## config.mk

```make
export PLATFORM = sky130hd
export DESIGN_NAME = bus_responder
export DESIGN_NICKNAME = d
export VERILOG_FILES = /design/src/source/bus_pkg.sv /design/src/source/bus_responder.sv
export SDC_FILE = /design/constraint.sdc
export NUM_CORES = 1
export LEC_CHECK = 0
export BUFFER_PORTS_ARGS = -buffer_cell sky130_fd_sc_hd__buf_4
export CORE_AREA = 10 10 206 208
export DETAILED_ROUTE_END_ITERATION = 8
export DIE_AREA = 0 0 216 218
export PLACE_DENSITY = 0.54
export SETUP_SLACK_MARGIN = 0.2
export SYNTH_ARGS = -nofsm -noshare
export SYNTH_HDL_FRONTEND = slang
export SYNTH_SLANG_ARGS = --single-unit
```

## constraint.sdc

```tcl
create_clock -name clock_slow -period 7.49 [get_ports clock_slow]
set_input_delay 0 -clock clock_slow [delete_from_list [all_inputs] [get_ports clock_slow]]
set_output_delay 0 -clock clock_slow [all_outputs]
set_load 0.1 [all_outputs]
```

## src/source/bus_pkg.sv

```systemverilog
package bus_pkg;

    // address and data widths
    typedef logic [31:0] addr_t;
    typedef logic [63:0] data_t;
    typedef logic [31:0] word_t;
    typedef logic [8:0]  ram_index_t;

    // offset inside one target, relative to its base
    typedef logic [21:0] offset_t;

    // load/store type, same codes as the core uses
    // stores only use the first four
    typedef enum logic [2:0] {
        ls_b  = 3'b000,
        ls_h  = 3'b001,
        ls_w  = 3'b010,
        ls_d  = 3'b011,
        ls_bu = 3'b100,
        ls_hu = 3'b101,
        ls_wu = 3'b110
    } ls_type_t;

    // address map
    localparam addr_t       ram_base       = 32'h8000_0000;
    localparam int unsigned ram_words      = 512;
    localparam int unsigned ram_bytes      = ram_words * 4;
    localparam addr_t       mtimecmp_addr  = 32'h0200_4000;
    localparam addr_t       mtime_addr     = 32'h0200_BFF8;
    localparam addr_t       plic_base      = 32'h0C00_0000;
    localparam addr_t       plic_span      = 32'h0040_0000;

    localparam data_t       mtimecmp_reset = 64'h0000_0000_8000_0000;

    // request from the processor side, read or write is a one-cycle pulse
    typedef struct packed {
        logic     read;
        logic     write;
        addr_t    addr;
        ls_type_t ls_type;
        data_t    wdata;
    } bus_req_t;

    // command to one target
    typedef struct packed {
        logic     start;
        logic     write;
        offset_t  offset;
        ls_type_t ls_type;
        data_t    wdata;
    } target_cmd_t;

    typedef struct packed {
        data_t rdata;
        logic  done;
    } target_resp_t;

endpackage

```

## src/source/bus_responder.sv

```systemverilog
`timescale 1ns/10ps

module bus_responder (
    input  logic                  clock_slow,
    input  logic                  KEY0,
    input  bus_pkg::bus_req_t     bus_req,
    input  bus_pkg::data_t        mtime,
    output bus_pkg::target_resp_t bus_resp,
    output bus_pkg::target_cmd_t  ram_cmd,
    input  bus_pkg::target_resp_t ram_resp,
    output bus_pkg::target_cmd_t  plic_cmd,
    input  bus_pkg::target_resp_t plic_resp
);

    // st_local only adds the cycle that the targets also take
    typedef enum logic [1:0] {
        st_idle,
        st_wait,
        st_local,
        st_reply
    } state_t;

    state_t                state;
    bus_pkg::bus_req_t     req_q;
    logic                  start_q;
    logic                  plic_sel_q;
    bus_pkg::data_t        mtimecmp_q;
    bus_pkg::target_resp_t resp_q;
    bus_pkg::target_resp_t sel_resp;
    bus_pkg::data_t        local_data;
    logic                  accept;
    logic                  ram_hit;
    logic                  plic_hit;
    logic                  cmp_hit;

    function automatic bus_pkg::target_cmd_t make_cmd(logic go, bus_pkg::bus_req_t req,
                                                      bus_pkg::addr_t base);
        bus_pkg::target_cmd_t c;
        bus_pkg::addr_t       rel;
        rel       = req.addr - base;
        c.start   = go;
        c.write   = req.write;
        c.offset  = rel[21:0];
        c.ls_type = req.ls_type;
        c.wdata   = req.wdata;
        return c;
    endfunction

    // a pulse while busy is dropped
    assign accept   = (bus_req.read || bus_req.write) && state == st_idle;
    assign ram_hit  = bus_req.addr >= bus_pkg::ram_base
                      && bus_req.addr < bus_pkg::ram_base + bus_pkg::ram_bytes;
    assign plic_hit = bus_req.addr >= bus_pkg::plic_base
                      && bus_req.addr < bus_pkg::plic_base + bus_pkg::plic_span;
    assign cmp_hit  = req_q.addr == bus_pkg::mtimecmp_addr;

    assign ram_cmd  = make_cmd(start_q && !plic_sel_q, req_q, bus_pkg::ram_base);
    assign plic_cmd = make_cmd(start_q && plic_sel_q, req_q, bus_pkg::plic_base);
    assign sel_resp = plic_sel_q ? plic_resp : ram_resp;

    // timer, mtime and unmapped space
    always_comb begin
        if (cmp_hit) begin
            local_data = mtimecmp_q;
        end else if (req_q.addr == bus_pkg::mtime_addr) begin
            local_data = mtime;
        end else begin
            local_data = '0;
        end
    end

    always_ff @(posedge clock_slow) begin
        if (accept) begin
            req_q <= bus_req;
        end
    end

    always_ff @(posedge clock_slow or negedge KEY0) begin
        if (!KEY0) begin
            state      <= st_idle;
            start_q    <= 1'b0;
            plic_sel_q <= 1'b0;
            resp_q     <= '{rdata: '0, done: 1'b1};
            mtimecmp_q <= bus_pkg::mtimecmp_reset;
        end else begin
            start_q <= 1'b0;
            case (state)
                st_idle: begin
                    if (accept) begin
                        resp_q.done <= 1'b0;
                        plic_sel_q  <= plic_hit;
                        if (ram_hit || plic_hit) begin
                            start_q <= 1'b1;
                            state   <= st_wait;
                        end else begin
                            state <= st_local;
                        end
                    end
                end
                st_wait: begin
                    if (sel_resp.done) begin
                        resp_q.done <= 1'b1;
                        if (req_q.read) begin
                            resp_q.rdata <= sel_resp.rdata;
                        end
                        state <= st_idle;
                    end
                end
                st_local: begin
                    state <= st_reply;
                end
                default: begin
                    resp_q.done <= 1'b1;
                    if (req_q.read) begin
                        resp_q.rdata <= local_data;
                    end else if (cmp_hit) begin
                        mtimecmp_q <= req_q.wdata;
                    end
                    state <= st_idle;
                end
            endcase
        end
    end

    assign bus_resp = resp_q;

endmodule

```

* Word level (Yosys, flattened, before mapping)
Cells that the tools add are included.
Word-level totals: bits in registers 234, bits of input ports 297, output and inout port bits 247, logic and storage cells 59
Operators by class: add/subtract/negate cells 2, order comparisons 4, equal/unequal tests 6, mux-type cells 16, bitwise operators 4, reductions and logical operators 16
Operators by type and width (count):
- 64-bit two-way mux | 4
- 65-bit two-way mux | 2
- 64-bit one-hot mux with 2 select lines | 1
- 32-bit by 26-bit equality test with 1-bit output (second input constant) | 2
- 22-bit by 1-bit subtractor with 22-bit output (second input constant) | 2
- 32-bit by 28-bit >= comparator with 1-bit output (second input constant) | 1
- 32-bit >= comparator (second input constant) | 1
- 32-bit by 28-bit < comparator with 1-bit output (second input constant) | 1
- 32-bit < comparator (second input constant) | 1
- 3-bit AND reduction | 3
- 2-bit two-way mux | 3
- 2-bit one-hot mux with 3 select lines | 1
- 1-bit logical AND | 5
- 1-bit two-way mux | 4
- 2-bit inequality test (second input constant) | 2
- 1-bit inverter | 4
- 2-bit AND reduction | 2
- 1-bit one-hot mux with 3 select lines | 1
- 3-bit OR reduction | 1
- 2-bit by 1-bit equality test with 1-bit output (second input constant) | 1
- 2-bit equality test (second input constant) | 1
- 2-bit logical NOT | 1
- 1-bit logical OR | 2
- 2-bit OR reduction | 1
- 1-bit logical NOT | 1

* Longest topological paths before layout
depth after elaboration 6, gate-level depth with buffers 7, depth with buffers taken out 4

* Least setup slack after synthesis
Ideal clock, no wire load.
kind reg-to-reg, from reg state[0], to reg req_q (netlist bit plic_cmd[0]), enable pin, setup time 0.455 ns, data arrival time 2.681 ns, data required time 7.035 ns, slack 4.354 ns, cell stages (with the launch flop) 4, path buffers 0, clock period less this slack 3.136 ns, cells stage by stage dfrtp_1 > nor2_1 > o21ai_0 > inv_1
On the way: cells in the longest elaborated chain, start to end 2
RTL lines:
- start: declaration | RTL line bus_responder.sv:23 | state_t state;
- start signal: assignment | RTL line bus_responder.sv:80 | state <= st_idle;
- start signal: assignment | RTL line bus_responder.sv:94 | state <= st_wait;
- start signal: assignment | RTL line bus_responder.sv:96 | state <= st_local;
- 2-bit logical NOT | RTL line bus_responder.sv:50 | assign accept = (bus_req.read || bus_req.write) && state == st_idle;
- 1-bit logical AND | RTL line bus_responder.sv:50
- named net accept | RTL line bus_responder.sv:31 | logic accept;
- end signal: assignment | RTL line bus_responder.sv:74 | req_q <= bus_req;
- end: declaration | RTL line bus_responder.sv:24 | bus_pkg::bus_req_t req_q;
The timed path passes the listed nets, and every way through them passes these cells. A chain may end at the register's enable or synchronous reset.

* Final worst setup path
from reg plic_sel_q, to reg resp_q (netlist bit bus_resp[57])
On the way: cells in the longest elaborated chain, start to end 4, elaborated cells between the ends (all ways) 6, classes of those cells 1 x eq/ne; 4 x mux; 1 x reduce/logical
RTL lines:
- start: declaration | RTL line bus_responder.sv:26 | logic plic_sel_q;
- start signal: assignment | RTL line bus_responder.sv:91 | plic_sel_q <= plic_hit;
- 65-bit two-way mux * | RTL line bus_responder.sv:59 | assign sel_resp = plic_sel_q ? plic_resp : ram_resp;
- 64-bit two-way mux | RTL line bus_responder.sv:103 | if (req_q.read) begin
- 65-bit two-way mux | RTL line bus_responder.sv:101 | if (sel_resp.done) begin
- 64-bit one-hot mux with 2 select lines | RTL line bus_responder.sv:87 | case (state)
- end signal: assignment | RTL line bus_responder.sv:83 | resp_q <= '{rdata: '0, done: 1'b1};
- end: declaration | RTL line bus_responder.sv:28 | bus_pkg::target_resp_t resp_q;
Mark *: on every way between the ends. The rest lies on a longest branch, timed or not. The select of a mux whose other input is x is not followed.

==> results.md <==
* Outcome: complete, no violations
* Port bufs at roughly 540
* Clock power share at 18.4%
* Setup bufs post-CTS at 0
* GP Congestion at 0.8063
* Largest net degree at the start of global routing at 69
* Pint at roughly 3.4 mW
* Initial core utilization at 29.55%
* Die footprint at 0.04709 sq mm
* Register share of total power at approximately a quarter
* Area leader, netlist: dfrtp_1
* Crit-path max FO at 34
* Share of the synthesized area in the top cell type at 28.97%
* Worst slew pin tran at between 0.9 and 1 ns
* Max cap viols at 0
* DRC viols at 0
* Horiz. Die Dim at approximately 220 um
* CTS Sinks at 234
* Die Span Y at 218 um
* RSZ-0062 raised after global routing: no
* Rel. slew slack at between 30% and 40%
* Number of synthesized flops with an enable pin at a little over 100
* Worst Skew at 0.01185 ns
* Final max-slew violation count at 0
* TritonCTS clock tree: built
* Via density at 4.497
* Register area share after synthesis at roughly 56%
* Share of layout cells above drive strength 1 at 40.68%
* CP arrival at 3.70 ns
* Hold Path Class: in -> async
* Clock transition at path regs at about 0.060 ns
* Final Critical Period at around 3.3 ns
* Mapped Cells at ~890
* Nets at 1777
* Detail Route Antenna Nets at 0
* Final cycle utilization of the critical path at around 44%
* Initial DRC Count at about 500
* Rows at between 70 and 80
* Crit-path max cell delay at 0.64 ns
* Critical Path RT at 7.92 ns
* Main synth FF type: dfrtp_1
* Post-DP HPWL at 31530 um
* Critical path class: reg -> reg
* Static Leak at between 7 and 8 nW
* Max Root-Sink Buffers at 3
* Switching power at 3.931 mW
* Post-route worst setup slack at 4.218 ns
* Skew-Pair Late Insertion Delay at 0.55 ns
* Final wirelength at 44190 um
* VDD IR-drop max at 0.2662 mV
* Post-synth cell types at 39
* Yosys warns at 0
* Post-Place Setup Slack at 4.449 ns
* # setup viols final at 0
* Comb power frac at 56.0%
* Synth Cell Area at 0.01131 sq mm
* H-tree depth at 1
* Startpoint types: flip-flop
* GR Util All Layers at 18.00%
* Setup crit end kind: flip-flop
* Root Driver: clkbuf_16
* Synth cell count leaders: buf_4, dfrtp_1, mux2i_1, edfxtp_1, nor2_1
* I/O pin total at 544
* Net Sw Frac at 53.61%
* First drt pass iteration count at 4
* Synth Net Count at around 1.2k
* Async S/R FF share, synth at between 50 and 60%
* PD cells at 412.3 mW/mm^2
* Post-DR wirelength/cell at about 22 um
* Core footprint at 0.03829 sq mm
* Synth-to-layout area growth at 57.20%
* F_max at 0.3056 GHz
* GRT overflow at 0
* Post-route setup TNS at 0 ns
* Slowest stage cell, crit path: buf_4
* Area contributors post-synth: dfrtp_1, edfxtp_1, buf_4
* Most frequent cell after synthesis: buf_4
* Mapped Avg Cell Area at 12.66 sq um
* Initial antenna violation count at 1
* Vias in the first global route at 10.32k
* Num CTS Buffers at 28
* CTS-repair resized insts at 0
* Final-report hold violation count at 0
* Critical Path, Cell by Cell: mux2_2, o211a_4, buf_4, mux2i_1, o21ai_0, dlygate4sd3_1
* First-pass GRT wire length at 65770 um
* Flops & latches, synth at 234
* Routed via count at between 9k and 10k
[layout make-up]
| type | count | area, sq um |
|---|---|---|
| Fill cell | 3490 | 20500 |
| Sequential cell | 234 | 6367 |
| Timing Repair Buffer | 784 | 6470 |
| Inverter | 2 | 10.01 |
| Multi-Input combinational cell | 430 | 3378 |
| Clock buffer | 37 | 775.7 |
| Antenna cell | 1 | 2.502 |
| Clock inverter | 15 | 135.1 |
| Tap cell | 518 | 648.1 |
[sequential cells by signal, indices dropped and copies added (netlist names)]
name and cells:
bus_resp 65, mtimecmp_q 64, plic_cmd 68, plic_sel_q 1
req_q 33, start_q 1, state 2
[power by group through the flow]
| stage | registers [mW] | logic [mW] | clock network [mW] |
|---|---|---|---|
| finish | 1.88 | 4.10 | 1.35 |
| global route | 1.92 | 4.23 | 1.44 |
| CTS | 1.88 | 4.12 | 1.39 |
| detailed placement | 1.90 | 3.83 | 0 |
| global placement | 1.89 | 3.83 | 0 |
| floorplan | 2.90 | 2.11 | 0 |
[worst paths after layout]
kind                                 from        endpoint  slack, ns  depth (start not counted)
min reg2reg                mtimecmp_q[13]  mtimecmp_q[13]       0.48                          1
max reg2reg                    plic_sel_q    bus_resp[57]       4.22                          6
max                            plic_sel_q    bus_resp[57]       4.22                          6
max in group asynchronous            KEY0  mtimecmp_q[56]       6.06                          3
min in group clock_slow       bus_req[65]    plic_cmd[65]       0.17                          2
min                                  KEY0    bus_resp[21]       0.03                          2
[cells in the final DEF (no fill, tap or decap), types with 2 or more instances in the layout]
cell type	synthesis	final
buf_4	181	551
dlygate4sd3_1	0	232
dfrtp_1	131	130
mux2i_1	128	128
edfxtp_1	101	101
nor2_1	72	72
a22oi_1	64	64
mux2_1	60	60
o21ai_0	51	51
clkbuf_16	0	29
o21ai_1	14	14
nor4_1	7	7
clkbuf_1	29	6
mux2_2	5	5
clkinv_2	0	5
clkinvlp_4	0	4
nand2_1	3	3
clkinv_1	0	3
nor4b_1	2	2
nand4_1	2	2
dfstp_2	2	2
bufinv_16	0	2
clkbuf_8	0	2
[worst max-delay path, delay by kind of cell (launching register included)]
| kind | cells | cell delay, ns |
|---|---|---|
| buf+inv | 2 | 1.25 |
| compound gates | 2 | 0.70 |
| flops | 1 | 0.62 |
| mux | 2 | 0.54 |
[layer usage]
| layer | up-vias | GRT usage (%) | share of wire (%) |
|---|---|---|---|
| met5 | - | 0 | 0 |
| li1 | 4221 | - | - |
| met3 | 52 | 5.562 | 8.0 |
| met1 | 4397 | 20.72 | 39 |
| met2 | 419 | 32.33 | 51 |
| met4 | 0 | 3.612 | 1.9 |
[stage by stage]
step	hold WS [ns]	power (mW)	instance area, sq um	instances	utilization, %
floorplan	-0.2956	5.016	11310	894	-
global placement	0.05947	5.719	14550	1736	38.01
detailed placement	0.06135	5.734	14550	1736	38.01
CTS	0.04332	7.388	17780	2020	46.45
global route	0.08053	7.587	17790	2021	46.46
finish	0.03029	7.333	17790	2021	46.46
[logic make-up after synthesis]
kind of cell | count (synthesis) | share of synthesized area, %
flip-flops | 234 | 56.24
buffers and inverters | 230 | 14.15
multiplexers | 193 | 17.79
AO/OA/AOI/OAI | 136 | 7.608
AND/OR/NAND/NOR | 101 | 4.202
[what timing repair did]
item,CTS,global route
setup endpoints to repair,0,0
hold buffers,232,0
hold endpoints to repair,237,0
Power figures use the tool's default switching activity.
